===== src/lsu_pkg.sv =====
// Shared types and widths for the load/store unit, imported by every RTL module that needs them
package lsu_pkg;

  ////////////////////////////////////////////////////
  // Widths
  ////////////////////////////////////////////////////

  localparam int ADDR_W = 32;                   // Byte address
  localparam int DATA_W = 32;                   // One bus word
  localparam int BE_W   = DATA_W / 8;           // One enable per byte lane
  localparam int XID_W  = 4;                    // Coprocessor instruction ID

  // Access size, encoded as log2 of the byte count
  typedef enum logic [1:0] {
    SIZE_BYTE = 2'b00,
    SIZE_HALF = 2'b01,
    SIZE_WORD = 2'b10
  } lsu_size_e;

  ////////////////////////////////////////////////////
  // Request side
  ////////////////////////////////////////////////////

  // Core execute stage operands, address is op_a + op_b
  typedef struct packed {
    logic [ADDR_W-1:0] op_a;
    logic [ADDR_W-1:0] op_b;
    logic              we;
    lsu_size_e         size;
    logic              sext;
    logic [DATA_W-1:0] wdata;
  } core_req_t;

  // Coprocessor memory request, always word sized
  typedef struct packed {
    logic [ADDR_W-1:0] addr;
    logic              we;
    logic [DATA_W-1:0] wdata;
    logic [BE_W-1:0]   be;
    logic [XID_W-1:0]  id;
  } xif_req_t;

  // Arbitrated request, ID only meaningful when from_xif is set
  typedef struct packed {
    logic [ADDR_W-1:0] addr;
    logic              we;
    lsu_size_e         size;
    logic              sext;
    logic [DATA_W-1:0] wdata;
    logic [BE_W-1:0]   be;                      // Enables for an aligned access
    logic              from_xif;
    logic [XID_W-1:0]  id;
  } lsu_req_t;

  ////////////////////////////////////////////////////
  // Bus and writeback side
  ////////////////////////////////////////////////////

  typedef struct packed {
    logic [ADDR_W-1:0] addr;
    logic              we;
    logic [BE_W-1:0]   be;
    logic [DATA_W-1:0] wdata;
  } bus_req_t;

  typedef struct packed {
    logic [DATA_W-1:0] rdata;
    logic              err;
  } bus_resp_t;

  // Per-phase info needed when the read-valid comes back
  typedef struct packed {
    lsu_size_e         size;
    logic              sext;
    logic              we;
    logic [1:0]        offset;                  // Byte offset of the original address
    logic              last;                    // Clear only for the first phase of a split
    logic              from_xif;
    logic [XID_W-1:0]  id;
  } wb_tag_t;

  typedef struct packed {
    logic [XID_W-1:0]  id;
    logic [DATA_W-1:0] rdata;
    logic              err;
  } xif_result_t;

endpackage


===== src/lsu_req_arbiter.sv =====
// Fixed-priority pick between coprocessor and core requests, instantiated once in the LSU top level
module lsu_req_arbiter import lsu_pkg::*; (
  input  logic      clk,
  input  logic      rst_n,
  input  logic      core_valid_i,
  input  core_req_t core_req_i,
  input  logic      xif_valid_i,
  input  xif_req_t  xif_req_i,
  input  logic      accept_i,                   // Last phase granted
  output logic      sel_valid_o,
  output lsu_req_t  sel_req_o,
  output logic      core_ready_o,
  output logic      xif_ready_o
);

  logic lock_q;                                 // A request is on the bus and not yet accepted
  logic owner_xif_q;                            // Winner held while locked
  logic pick_xif;

  // Coprocessor wins unless a core access already started
  assign pick_xif    = lock_q ? owner_xif_q : xif_valid_i;
  assign sel_valid_o = pick_xif ? xif_valid_i : core_valid_i;

  // Build the unified request
  always_comb begin
    if (pick_xif) begin
      sel_req_o.addr  = xif_req_i.addr;
      sel_req_o.we    = xif_req_i.we;
      sel_req_o.size  = SIZE_WORD;              // Coprocessor always moves a word
      sel_req_o.sext  = 1'b0;
      sel_req_o.wdata = xif_req_i.wdata;
      sel_req_o.be    = xif_req_i.be;
    end else begin
      sel_req_o.addr  = core_req_i.op_a + core_req_i.op_b;  // Address generation
      sel_req_o.we    = core_req_i.we;
      sel_req_o.size  = core_req_i.size;
      sel_req_o.sext  = core_req_i.sext;
      sel_req_o.wdata = core_req_i.wdata;
      case (core_req_i.size)
        SIZE_BYTE: sel_req_o.be = 4'b0001;
        SIZE_HALF: sel_req_o.be = 4'b0011;
        default:   sel_req_o.be = 4'b1111;
      endcase
    end
    sel_req_o.from_xif = pick_xif;
    sel_req_o.id       = xif_req_i.id;
  end

  // Lock the winner until its last phase is granted
  always_ff @(posedge clk or negedge rst_n) begin
    if (!rst_n) begin
      lock_q      <= 1'b0;
      owner_xif_q <= 1'b0;
    end else begin
      if (accept_i) begin
        lock_q <= 1'b0;
      end else if (sel_valid_o) begin
        lock_q <= 1'b1;
      end
      if (!lock_q) owner_xif_q <= pick_xif;
    end
  end

  assign core_ready_o = accept_i && !pick_xif;
  assign xif_ready_o  = accept_i && pick_xif;

endmodule


===== src/lsu_aligner.sv =====
// Turns the selected request into one or two aligned bus phases plus a writeback tag per phase
module lsu_aligner import lsu_pkg::*; (
  input  logic     clk,
  input  logic     rst_n,
  input  logic     sel_valid_i,
  input  lsu_req_t sel_req_i,
  input  logic     phase_done_i,                // Current phase granted
  output bus_req_t bus_req_data_o,
  output logic     split_o,                     // First phase of a split in progress
  output logic     tag_valid_o,
  output wb_tag_t  tag_o,
  output logic     last_phase_o
);

  logic [1:0]          offset;
  logic                crosses;                 // Access spans two words
  logic                split_q;                 // Second phase is being issued
  logic [2*BE_W-1:0]   be_wide;                 // Enables for both words
  logic [2*DATA_W-1:0] wdata_wide;
  logic [4:0]          shamt;                   // Byte offset in bits

  assign offset = sel_req_i.addr[1:0];
  assign shamt  = {offset, 3'b000};

  ////////////////////////////////////////////////////
  // Split detection
  ////////////////////////////////////////////////////

  always_comb begin
    case (sel_req_i.size)
      SIZE_WORD: crosses = (offset != 2'b00);
      SIZE_HALF: crosses = (offset == 2'b11);
      default:   crosses = 1'b0;               // A byte never crosses
    endcase
  end

  assign split_o      = sel_valid_i && crosses && !split_q;
  assign last_phase_o = sel_valid_i && !split_o;

  // Cleared when the request goes away so the next access starts in phase one
  always_ff @(posedge clk or negedge rst_n) begin
    if (!rst_n) begin
      split_q <= 1'b0;
    end else if (!sel_valid_i) begin
      split_q <= 1'b0;
    end else if (phase_done_i) begin
      split_q <= split_o;                       // Set after phase one, cleared after phase two
    end
  end

  ////////////////////////////////////////////////////
  // Byte enables and store data
  ////////////////////////////////////////////////////

  // Shift the requested enables; the upper word goes to phase two
  assign be_wide = {{BE_W{1'b0}}, sel_req_i.be} << offset;

  // Rotate left by the byte offset, upper half of the shifted pair
  assign wdata_wide = {sel_req_i.wdata, sel_req_i.wdata} << shamt;

  always_comb begin
    if (split_q) begin
      // Phase two, next word boundary
      bus_req_data_o.addr = {sel_req_i.addr[ADDR_W-1:2], 2'b00} + ADDR_W'(4);
      bus_req_data_o.be   = be_wide[2*BE_W-1:BE_W];
    end else begin
      bus_req_data_o.addr = sel_req_i.addr;
      bus_req_data_o.be   = be_wide[BE_W-1:0];
    end
    bus_req_data_o.we    = sel_req_i.we;
    bus_req_data_o.wdata = wdata_wide[2*DATA_W-1:DATA_W];
  end

  ////////////////////////////////////////////////////
  // Writeback tag
  ////////////////////////////////////////////////////

  // One tag per granted phase, queued downstream
  assign tag_valid_o = phase_done_i;

  always_comb begin
    tag_o.size     = sel_req_i.size;
    tag_o.sext     = sel_req_i.sext;
    tag_o.we       = sel_req_i.we;
    tag_o.offset   = offset;
    tag_o.last     = !split_o;                  // Only phase one of a split is not last
    tag_o.from_xif = sel_req_i.from_xif;
    tag_o.id       = sel_req_i.id;
  end

endmodule


===== src/lsu_txn_tracker.sv =====
// Counts bus phases awaiting read-valid and gates new bus requests against the outstanding limit
module lsu_txn_tracker #(
  parameter int MAX_OUTSTANDING = 2
) (
  input  logic clk,
  input  logic rst_n,
  input  logic sel_valid_i,
  input  logic bus_gnt_i,
  input  logic bus_rvalid_i,
  output logic bus_req_o,
  output logic phase_done_o,
  output logic busy_o
);

  localparam int CNT_W = $clog2(MAX_OUTSTANDING + 1);

  logic [CNT_W-1:0] cnt_q;                      // Granted, read-valid pending
  logic [CNT_W-1:0] cnt_d;
  logic             slot_free;

  ////////////////////////////////////////////////////
  // Request gating
  ////////////////////////////////////////////////////

  assign slot_free    = (cnt_q < CNT_W'(MAX_OUTSTANDING));
  assign bus_req_o    = sel_valid_i && slot_free;   // Combinational from valid
  assign phase_done_o = bus_req_o && bus_gnt_i;

  // Busy while requesting or with anything in flight
  assign busy_o = bus_req_o || (cnt_q != '0);

  ////////////////////////////////////////////////////
  // Outstanding counter
  ////////////////////////////////////////////////////

  always_comb begin
    case ({phase_done_o, bus_rvalid_i})
      2'b10:   cnt_d = cnt_q + 1'b1;            // Grant only
      2'b01:   cnt_d = cnt_q - 1'b1;            // Read-valid only
      default: cnt_d = cnt_q;                   // Neither, or both
    endcase
  end

  always_ff @(posedge clk or negedge rst_n) begin
    if (!rst_n) begin
      cnt_q <= '0;
    end else begin
      cnt_q <= cnt_d;
    end
  end

endmodule


===== src/lsu_rdata_align.sv =====
// Tag queue and read-data path: realigns, extends and routes each completed access
module lsu_rdata_align import lsu_pkg::*; #(
  parameter int MAX_OUTSTANDING = 2
) (
  input  logic              clk,
  input  logic              rst_n,
  input  logic              tag_valid_i,
  input  wb_tag_t           tag_i,
  input  logic              bus_rvalid_i,
  input  bus_resp_t         bus_resp_i,
  output logic              core_rvalid_o,
  output logic [DATA_W-1:0] core_rdata_o,
  output logic              core_err_o,
  output logic              xif_result_valid_o,
  output xif_result_t       xif_result_o
);

  localparam int PTR_W = (MAX_OUTSTANDING > 1) ? $clog2(MAX_OUTSTANDING) : 1;

  wb_tag_t             tag_q [MAX_OUTSTANDING];  // One entry per phase in flight
  logic [PTR_W-1:0]    wr_ptr_q;
  logic [PTR_W-1:0]    rd_ptr_q;
  wb_tag_t             head;
  logic [DATA_W-1:0]   rdata_q;                 // Raw first half of a split load
  logic                err_q;                   // Error seen on the first half
  logic                is_split;
  logic [2*DATA_W-1:0] rdata_full;
  logic [DATA_W-1:0]   rdata_al;
  logic [DATA_W-1:0]   rdata_ext;
  logic                err_all;

  ////////////////////////////////////////////////////
  // Tag queue
  ////////////////////////////////////////////////////

  always_ff @(posedge clk or negedge rst_n) begin
    if (!rst_n) begin
      wr_ptr_q <= '0;
      rd_ptr_q <= '0;
    end else begin
      if (tag_valid_i) begin
        wr_ptr_q <= (wr_ptr_q == PTR_W'(MAX_OUTSTANDING - 1)) ? '0 : wr_ptr_q + 1'b1;
      end
      if (bus_rvalid_i) begin
        rd_ptr_q <= (rd_ptr_q == PTR_W'(MAX_OUTSTANDING - 1)) ? '0 : rd_ptr_q + 1'b1;
      end
    end
  end

  always_ff @(posedge clk) begin
    if (tag_valid_i) tag_q[wr_ptr_q] <= tag_i;
    if (bus_rvalid_i && !head.last) begin
      rdata_q <= bus_resp_i.rdata;              // Keep phase one for the join
      err_q   <= bus_resp_i.err;
    end
  end

  assign head = tag_q[rd_ptr_q];

  ////////////////////////////////////////////////////
  // Realign and extend
  ////////////////////////////////////////////////////

  assign is_split = ((head.size == SIZE_WORD) && (head.offset != 2'b00)) ||
                    ((head.size == SIZE_HALF) && (head.offset == 2'b11));

  assign rdata_full = is_split ? {bus_resp_i.rdata, rdata_q} : {bus_resp_i.rdata, bus_resp_i.rdata};
  assign rdata_al   = DATA_W'(rdata_full >> {head.offset, 3'b000});

  always_comb begin
    case (head.size)
      SIZE_BYTE: rdata_ext = {{(DATA_W-8){head.sext && rdata_al[7]}}, rdata_al[7:0]};
      SIZE_HALF: rdata_ext = {{(DATA_W-16){head.sext && rdata_al[15]}}, rdata_al[15:0]};
      default:   rdata_ext = rdata_al;
    endcase
  end

  assign err_all = bus_resp_i.err || (is_split && err_q);  // Either half failing fails the access

  // Route by source, only on the last phase
  assign core_rvalid_o      = bus_rvalid_i && head.last && !head.from_xif;
  assign xif_result_valid_o = bus_rvalid_i && head.last && head.from_xif;
  assign core_rdata_o       = rdata_ext;
  assign core_err_o         = err_all;
  assign xif_result_o       = '{id: head.id, rdata: rdata_ext, err: err_all};

endmodule


===== src/lsu_top.sv =====
// Load/store unit top level, instantiated by the processor and wired to the shared data bus
module lsu_top import lsu_pkg::*; #(
  parameter int MAX_OUTSTANDING = 2
) (
  input  logic              clk,
  input  logic              rst_n,
  // Core execute stage
  input  logic              core_valid_i,
  input  core_req_t         core_req_i,
  output logic              core_ready_o,
  output logic              lsu_split_o,
  output logic              core_rvalid_o,
  output logic [DATA_W-1:0] core_rdata_o,
  output logic              core_err_o,
  // Coprocessor memory port
  input  logic              xif_valid_i,
  input  xif_req_t          xif_req_i,
  output logic              xif_ready_o,
  output logic              xif_result_valid_o,
  output xif_result_t       xif_result_o,
  // Data bus
  output logic              bus_req_o,
  output bus_req_t          bus_req_data_o,
  input  logic              bus_gnt_i,
  input  logic              bus_rvalid_i,
  input  bus_resp_t         bus_resp_i,
  output logic              busy_o
);

  logic     sel_valid;
  lsu_req_t sel_req;
  logic     phase_done;
  logic     last_phase;
  logic     tag_valid;
  wb_tag_t  tag;

  // Last phase of the selected access granted
  logic     accept;
  assign accept = phase_done && last_phase;

  lsu_req_arbiter u_arb (
    .clk, .rst_n,
    .core_valid_i, .core_req_i, .xif_valid_i, .xif_req_i,
    .accept_i    (accept),
    .sel_valid_o (sel_valid),
    .sel_req_o   (sel_req),
    .core_ready_o, .xif_ready_o
  );

  lsu_aligner u_align (
    .clk, .rst_n,
    .sel_valid_i  (sel_valid),
    .sel_req_i    (sel_req),
    .phase_done_i (phase_done),
    .bus_req_data_o,
    .split_o      (lsu_split_o),
    .tag_valid_o  (tag_valid),
    .tag_o        (tag),
    .last_phase_o (last_phase)
  );

  lsu_txn_tracker #(.MAX_OUTSTANDING(MAX_OUTSTANDING)) u_trk (
    .clk, .rst_n,
    .sel_valid_i  (sel_valid),
    .bus_gnt_i, .bus_rvalid_i, .bus_req_o,
    .phase_done_o (phase_done),
    .busy_o
  );

  lsu_rdata_align #(.MAX_OUTSTANDING(MAX_OUTSTANDING)) u_rd (
    .clk, .rst_n,
    .tag_valid_i (tag_valid),
    .tag_i       (tag),
    .bus_rvalid_i, .bus_resp_i,
    .core_rvalid_o, .core_rdata_o, .core_err_o,
    .xif_result_valid_o, .xif_result_o
  );

endmodule


===== config.mk =====
export PLATFORM = sky130hd
export DESIGN_NAME = lsu_top
export DESIGN_NICKNAME = d
export VERILOG_FILES = /design/src/lsu_pkg.sv /design/src/lsu_req_arbiter.sv /design/src/lsu_aligner.sv /design/src/lsu_txn_tracker.sv /design/src/lsu_rdata_align.sv /design/src/lsu_top.sv
export SDC_FILE = /design/constraint.sdc
export NUM_CORES = 1
export LEC_CHECK = 0
export ABC_AREA = 1
export BUFFER_PORTS_ARGS = -buffer_cell sky130_fd_sc_hd__buf_4
export CAP_MARGIN = 20
export CORE_UTILIZATION = 35
export CTS_CLUSTER_DIAMETER = 120
export DETAILED_ROUTE_END_ITERATION = 7
export PLACE_DENSITY = 0.66
export SYNTH_ARGS = -nofsm -noshare
export SYNTH_HDL_FRONTEND = slang
export SYNTH_HIERARCHICAL = 1
export SYNTH_SLANG_ARGS = --single-unit

===== constraint.sdc =====
create_clock -name clk -period 5.6 [get_ports clk]
set_clock_uncertainty 0.05 [all_clocks]
set_input_delay 0.28 -clock clk [delete_from_list [all_inputs] [get_ports clk]]
set_output_delay 0.28 -clock clk [all_outputs]
set_load 0.01 [all_outputs]

Yosys cells after proc, flatten, opt, wreduce, memory -nomap -nowiden
Memories as Yosys holds them, arrays and structs flattened.
Cells that the tools add are included.
Word-level totals
  register bits: 40
  RAM bits: 24
  bits of input ports: 212
  output and inout port bits: 146
  logic and storage cells: 79
  memories kept: 1
Memories
  u_rd.tag_q: words 2, bits a word 12, rd ports 1, clocked after Yosys merged registers in 0, write ports 1, line lsu_rdata_align.sv:20  | wb_tag_t tag_q [MAX_OUTSTANDING];
Cells by class
  $add $sub $neg: 6
  $lt $le $gt $ge: 1
  equality and inequality tests: 10
  shift-type cells: 3
  muxes and demuxes: 18
  reductions and logical operators: 32
Operators by type and width (count)
  72-bit 2-to-1 mux: 1
  32-bit 2-to-1 mux: 2
  32-bit case mux with 2 select lines: 1
  64-bit by 5-bit left shift with 64-bit output: 1
  64-bit by 5-bit right shift with 32-bit output: 1
  32-bit by 3-bit adder with 32-bit output (second input constant): 1
  32-bit adder: 1
  1-bit logical AND: 17
  2-bit equality test (second input constant): 5
  1-bit 2-to-1 mux: 10
  2-bit nonzero test: 5
  2-bit by 1-bit equality test with 1-bit output (second input constant): 4
  4-bit case mux with 2 select lines: 1
  4-bit by 2-bit left shift with 8-bit output: 1
  1-bit logical NOT: 5
  2-bit logical NOT: 2
  4-bit 2-to-1 mux: 1
  2-bit case mux with 2 select lines: 1
  1-bit logical OR: 3
  1-bit adder (second input constant): 2
  2-bit by 1-bit adder with 2-bit output (second input constant): 1
  2-bit less-than comparator (second input constant): 1
  2-bit != test (second input constant): 1
  1-bit case mux with 2 select lines: 1
  2-bit by 1-bit subtractor with 2-bit output (second input constant): 1

Longest topological paths before layout
Gate-level depths: netlist of run 1.
  word-level depth: 11
  mapped depth: 20
  gate-level depth less buffers: 20

By module
The synthesis of run 1 kept the hierarchy.
By module, submodules not included
  lsu_rdata_align: instances 1, cells an instance 483, area each 3687.3 um2, sequential area each 1461.4 um2
  lsu_req_arbiter: instances 1, cells an instance 719, area each 3398.3 um2, sequential area each 50.0 um2
  lsu_aligner: instances 1, cells an instance 366, area each 1959.4 um2, sequential area each 25.0 um2
  lsu_txn_tracker: instances 1, cells an instance 19, area each 137.6 um2, sequential area each 50.0 um2
  lsu_top: instances 1, cells an instance 2, area each 7.5 um2, sequential area each 0.0 um2

Worst setup path before layout of run 1
Ideal clock, no wire load.
  path type: input -> output
  start: input port core_req_i[36] (netlist name)
  end: output port bus_req_data_o[60] (netlist name)
  arrival time: 2696 ps
  required time: 5270 ps
  setup slack: 2574 ps
  stages: 14
  path buffers: 0
  path through: ha_1 -> fa_1 -> nand3_1 -> nand3_1 -> nand2_1 -> nand2_1 -> xnor2_1 -> o21ai_0 -> nand2_4 -> nor2_8 -> nand2_2 -> nor2_1 -> nand2_1 -> xnor2_1
RTL lines
  start, declared: line lsu_top.sv:9  | input core_req_t core_req_i,
  end, declared: line lsu_top.sv:23  | output bus_req_t bus_req_data_o,

==> results of run 1 <==
==> metal layers <==
metal  track usage (%)  vias up  part of all wire [%]
li1                  -     5497                     -
met1              29.5     4826                    39
met2              45.3      434                    49
met3              5.61       52                   8.6
met4              9.01        0                   3.2
met5                 0        -                     0
==> power breakdown <==
part | switching, uW | internal [uW] | total [uW] | leakage, uW
Sequential | 49.9 | 546 | 596 | 0.000516
Combinational | 3530 | 2220 | 5760 | 0.00610
Clock | 162 | 169 | 330 | 0.0000704
Total | 3740 | 2940 | 6680 | 0.00668
==> metrics by stage <==
stage | std cells | cell area (um^2)
6_report | 2189 | 11800
5_1_grt | 2189 | 11800
2_1_floorplan | 1588 | 9180
3_3_place_gp | 2178 | 11700
3_5_place_dp | 2178 | 11700
4_1_cts | 2187 | 11800
==> area by class of cell <==
cell class	instances	area [um^2]	share of cell area, %
Clock buffer	5	125	1.06
Antenna cell	2	5.00	0.0423
Sequential cell	54	1590	13.4
Tap cell	330	413	3.49
Multi-Input combinational cell	1215	6120	51.8
Timing Repair Buffer	365	2740	23.2
Clock inverter	3	25.0	0.212
Inverter	215	807	6.82
==> flip-flops by register name (all words and copies together) (netlist names) <==
name	flops
u_rd/tag_q	22
u_rd/wr_ptr_q	1
u_rd/rdata_q	24
u_rd/rd_ptr_q	1
u_arb/lock_q	1
u_align/split_q	1
u_rd/err_q	1
u_trk/cnt_q	2
u_arb/owner_xif_q	1
==> what timing repair did <==
item / CTS / global route
gates resized for setup: 0 / 0
hold endpoints to repair: 7 / 0
endpoints found under the setup margin: 0 / 0
hold buffers: 1 / 0
==> how the worst max path moves through the flow <==
stage	from	endpoint	depth (start not counted)	slack [ps]
6_report	u_arb/lock_q$_DFFE_PN0P_	bus_req_data_o[34]	11	1230
5_1_grt	u_arb/lock_q$_DFFE_PN0P_	bus_req_data_o[32]	12	830
4_1_cts	u_arb/lock_q$_DFFE_PN0P_	bus_req_data_o[34]	11	1210
3_5_place_dp	xif_valid_i	bus_req_data_o[34]	12	1540
3_3_place_gp	xif_valid_i	bus_req_data_o[32]	12	1620
2_1_floorplan	core_req_i[36]	bus_req_data_o[60]	14	2570
==> impl_summary.txt, run 1 <==
----------------------------------------------------
[Run status]
  Status ... complete, no violations

[Critical path]
  Slowest stage cell, crit path ... sky130_fd_sc_hd__clkinv_1
  Worst reg-to-reg setup slack ... between 1500 and 2000 ps
  CP delay by family, top ... buffers and inverters
  Critical path's most frequent cell ... sky130_fd_sc_hd__nand2_1
  Path type of the worst setup path ... flop to primary output
  CP Max Fanout ... between 40 and 50
  Type of element launching the critical path ... flop
  Worst r2r src ... u_arb/lock_q$_DFFE_PN0P_
  Arrival time at the worst endpoint ... 4040 ps
  Critical path required time ... 5270 ps
  Slowest cell delay on critical path ... 680 ps
  Critical path capture point type ... primary output
  Cell Chain, Critical Path ... nand2_1 > nand2_2 > inv_2 > buf_4 > nand2_1 > nand2_1 > buf_4 > clkinv_1 > nand2_1 > o221ai_1 > buf_4
  R2r worst-path depth ... 12
  Worst r2r dst ... u_rd/tag_q[0][6]$_DFFE_PP_
  Worst path bufs/invs ... 5

[Global routing]
  Remaining global-route overflow ... 0
  Total track usage ... 25.3%
  Number of global-route vias before repair ... 9987
  First-pass GRT wire length ... 52.8 mm
  Pin count of the biggest net entering global routing ... 46
  Initial antenna violation count ... 2

[Placed design]
  HPWL reported at the end of detailed placement ... 28.9 mm
  Placer congestion estimate ... 1.01
  Number of buffers added on ports ... 357
  Setup slack after placement ... 1540 ps

[STA]
  Setup total negative slack ... 0 ps
  Final worst-path cycle share ... between 70 and 80%
  Pins over their slew limit ... 0
  Setup violation total in the final timing report ... 0
  Final Worst Setup Slack ... 1230 ps
  Maximum clock frequency ... 229 MHz
  Final Hold Slack ... approximately 100 ps
  Setup repair after global routing missed its margin ... no
  Worst-Margin Slew ... 1010 ps
  Worst relative slew slack ... 32.2%
  Final-report hold violation count ... 0
  Final period demand of the worst path ... 4370 ps

[Clock tree]
  Total CTS buffers ... 5
  Library cell used as clock root buffer ... sky130_fd_sc_hd__clkbuf_16
  Skew-Pair Late Insertion Delay ... slightly above 300 ps
  Total number of clock tree sinks ... 54
  Post-CTS setup buffer count ... 0
  Total number of H-tree levels ... 2
  CTS Buffer Depth ... 2
  Clock transition at the registers of the reported paths ... 80 ps
  CTS tree ... done

[Route]
  Number of DRC markers in iteration 0 ... 620
  Via-to-Cell Ratio ... 4.94
  Overall via count from detail_route ... about 11000
  Number of remaining DRC errors ... 0
  Average wire per standard cell ... 15.9 um
  Total Routed Length ... 34.8 mm
  Detailed-routing iteration count for the pre-antenna-repair pass ... 6
  Count of nets left with antenna violations after detail routing ... 0

[Job]
  Max-Cap Viols ... 0

[Synthesis]
  Synthesized Nets ... around 1800
  Gate count of the mapped netlist ... 1588
  Post-synthesis instance area ... 9180 um^2
  Post-synthesis area per instance ... roughly 5.8 um^2
  Total number of yosys warnings ... 6

[Cells and area]
  Proportion of layout cells with a drive suffix above 1 ... 25.3%
  Top library cells by usage in the layout, fill and taps aside ... sky130_fd_sc_hd__nand2_1, sky130_fd_sc_hd__buf_4, sky130_fd_sc_hd__inv_1
  Commonest non-fill, non-tap cell in the layout ... sky130_fd_sc_hd__nand2_1
  Number of nets at the end of the flow ... 2104
  Fill count ... 2764
  Area growth from synthesis to layout ... 28.8%
  Post-route core utilization ... 46.4%

[Pwr]
  Total power per unit cell area ... 565 nW/um^2
  Max rail drop VDD ... 0.448 mV
  Standby leakage power ... 0.00668 uW
  Power after layout ... 6680 uW

[Die]
  I/O pin count ... 358
  Area of the die ... 26900 um^2
  Number of placement rows ... 58
  Effective utilization at floorplan ... between 30% and 40%
  Die outline height ... 164 um
  Area of the core region ... 25500 um^2
  Die width ... 164 um

[Min path]
  Critical hold path startpoint ... xif_req_i[1]
  Path category of the worst min-delay check ... input port to flop
  Endpoint of the worst hold path ... u_rd/tag_q[1][1]$_DFFE_PP_
  Min-Delay Path Depth ... 1

----------------------------------------------------
Note: power is estimated with default switching activity, not from simulation.
==> run 2, diff against run 1 <==
Settings changed: ABC_AREA 1 to 0, PLACE_DENSITY 0.66 to 0.7.
Clock period 5.6 ns to 3.8 ns, I/O delays scaled along.
==> run 2 against run 1 <==
Against the previous run: non-clock buffer count up 29; largest power group unchanged; clock power up 50%; sequential power up 51%; largest cell class unchanged; critical path depth up 3.
==> impl_summary.txt, run 2 <==
----------------------------------------------------
[STA]
  Pins over their slew limit ... 0
  Maximum clock frequency ... between 200 and 300 MHz
  Setup repair after global routing missed its margin ... no
  Final Hold Slack ... around 24 ps
  Final worst-path cycle share ... 95.2%
  Worst-Margin Slew ... 809 ps
  Final-report hold violation count ... 0
  Setup violation total in the final timing report ... 0
  Worst relative slew slack ... between 40% and 50%
  Final Worst Setup Slack ... 181 ps
  Final period demand of the worst path ... 3620 ps
  Setup total negative slack ... 0 ps

[Critical path]
  Path type of the worst setup path ... input port to primary output
  Worst Setup SP ... core_req_i[38]
  Worst r2r dst ... u_arb/lock_q$_DFFE_PN0P_
  Type of element launching the critical path ... input port
  CP Max Fanout ... 5
  Worst reg-to-reg setup slack ... 1090 ps
  R2r worst-path depth ... 12
  Arrival time at the worst endpoint ... 3380 ps
  Critical path capture point type ... primary output
  Critical path required time ... roughly 3600 ps
  Worst r2r src ... u_arb/lock_q$_DFFE_PN0P_

[Global routing]
  Remaining global-route overflow ... 0
  Total track usage ... 22.8%
  Initial antenna violation count ... 0
  First-pass GRT wire length ... approximately 44 mm
  Number of global-route vias before repair ... 8644
  Pin count of the biggest net entering global routing ... 50

[Placed design]
  DP Area ... 10800 um^2
  Number of buffers added on ports ... 357
  Placer congestion estimate ... around 0.99
  HPWL reported at the end of detailed placement ... 22.5 mm
  Setup slack after placement ... between 100 and 150 ps

[Cells and area]
  Top reg by flops ... u_rd/rdata_q
  Ant. Diodes ... 0
  Area growth from synthesis to layout ... 35.6%
  Commonest non-fill, non-tap cell in the layout ... sky130_fd_sc_hd__buf_4
  Top library cells by usage in the layout, fill and taps aside ... sky130_fd_sc_hd__buf_4, sky130_fd_sc_hd__nand2_1, sky130_fd_sc_hd__nor2_1
  Fill count ... 2221
  Number of nets at the end of the flow ... 1556
  Footprint of the multi-input gates ... 5870 um^2
  Proportion of layout cells with a drive suffix above 1 ... a little over a third
  Max FFs per register ... 24
  Layout Cell Area excl Fill ... between 10000 and 15000 um^2
  Largest registers ranked by flip-flop count ... u_rd/rdata_q x24, u_rd/tag_q x22, u_trk/cnt_q x2
  Area taken by flip-flops and latches ... 1590 um^2

[Pwr]
  Clock network fraction of design power ... between 6 and 7%
  Standby leakage power ... 0.00518 uW
  Max rail drop VDD ... 0.329 mV
  Internal power consumption ... roughly 4300 uW
  Combinational cell fraction of total power ... 82.8%
  Power dissipated by switching net loads ... approximately 3900 uW
  Switching share of power ... 47.5%
  Part of the power in registers ... 11.1%
  Total power per unit cell area ... 737 nW/um^2

[Clock tree]
  Skew-Pair Late Insertion Delay ... 300 ps
  Clock transition at the registers of the reported paths ... 70 ps
  Total number of clock tree sinks ... 54
  CTS tree ... done
  CTS Buffer Depth ... 2
  Total CTS buffers ... 5
  Total number of H-tree levels ... 2
  Library cell used as clock root buffer ... sky130_fd_sc_hd__clkbuf_16

[Route]
  Overall via count from detail_route ... 8823
  Average wire per standard cell ... 17.6 um
  Number of DRC markers in iteration 0 ... around 540
  Number of remaining DRC errors ... 0
  Count of nets left with antenna violations after detail routing ... 0
  Detailed-routing iteration count for the pre-antenna-repair pass ... 7
  Via-to-Cell Ratio ... 5.54
  Total Routed Length ... between 20 and 30 mm

[Synthesis]
  Gate count of the mapped netlist ... 1018
  Synthesized Nets ... about 1300
  Total number of yosys warnings ... 6
  Post-synthesis instance area ... 8130 um^2
  Post-synthesis area per instance ... between 7 and 8 um^2

[Die]
  Number of placement rows ... between 50 and 60
  Area of the die ... 23800 um^2
  Area of the core region ... 22700 um^2
  I/O pin count ... between 300 and 400
  Die width ... ~150 um
  Effective utilization at floorplan ... a little over a third
  Die outline height ... 154 um

[Min path]
  Critical hold path startpoint ... bus_resp_i[0]
  Endpoint of the worst hold path ... u_rd/err_q$_DFFE_PP_
  Path category of the worst min-delay check ... input port to flop
  Min-Delay Path Depth ... 1

[Job]
  Max-Cap Viols ... 0

[Run status]
  Status ... complete, no violations

----------------------------------------------------
[run 2: routing by layer]
layer / vias up / share of wire (%) / GRT usage [%]
li1: 4242 / - / -
met1: 4151 / 40 / 27.2
met2: 390 / 51 / 41.8
met3: 40 / 7.3 / 3.53
met4: 0 / 2.2 / 6.93
met5: - / 0 / 0
[run 2: cell type report]
type	instances	share of cell area (%)
multi-input combinational	838	53.3
timing repair buffer	394	27.1
sequential	54	14.4
tap	285	3.24
clock buffer	6	1.36
inverter	15	0.523
clock inverter	2	0.0909
[run 2: power groups by stage]
stage / logic [uW] / clock network (uW) / registers, uW
floorplan: 4260 / 0 / 848
CTS: 6740 / 507 / 900
global route: 7250 / 521 / 917
finish: 6720 / 495 / 902
global placement: 6640 / 0 / 905
detailed placement: 6720 / 0 / 911
[run 2: how the worst max path moves through the flow]
stage                                    end  slack, ps  depth (start not counted)
final                     bus_req_data_o[68]        180                         14
after global routing      bus_req_data_o[68]        0.4                         15
after floorplan           bus_req_data_o[68]        410                         13
after detailed placement  bus_req_data_o[68]        100                         16
after CTS                 bus_req_data_o[68]         50                         16
after global placement    bus_req_data_o[68]        200                         16
[run 2: per-stage QoR]
stage / power, uW / util (%) / cells
final: 8120 / 48.5 / 1594
after detailed placement: 7630 / 47.7 / 1583
after floorplan: 5110 / - / 1018
after global placement: 7550 / 47.7 / 1583
after CTS: 8150 / 48.4 / 1592
after global routing: 8690 / 48.5 / 1594
[run 2: repair_timing]
action / in CTS / in global routing
endpoints found under the hold margin: 7 / 0
hold buffers: 1 / 0
buffers inserted: 0 / 2
endpoints found under the setup margin: 0 / 18
resized for setup: 0 / 6
[run 2: critical path: stages]
cell                       delay [ps]
sky130_fd_sc_hd__buf_4            110
sky130_fd_sc_hd__ha_1             390
sky130_fd_sc_hd__o211ai_1         150
sky130_fd_sc_hd__o211ai_2         250
sky130_fd_sc_hd__nand3b_1         140
sky130_fd_sc_hd__a21oi_1          310
sky130_fd_sc_hd__a21oi_1          190
sky130_fd_sc_hd__or4_1            420
sky130_fd_sc_hd__nand3_1          220
sky130_fd_sc_hd__and4_1           290
sky130_fd_sc_hd__and4_1           230
sky130_fd_sc_hd__nand4_1          120
sky130_fd_sc_hd__xnor2_1          220
sky130_fd_sc_hd__buf_4            140
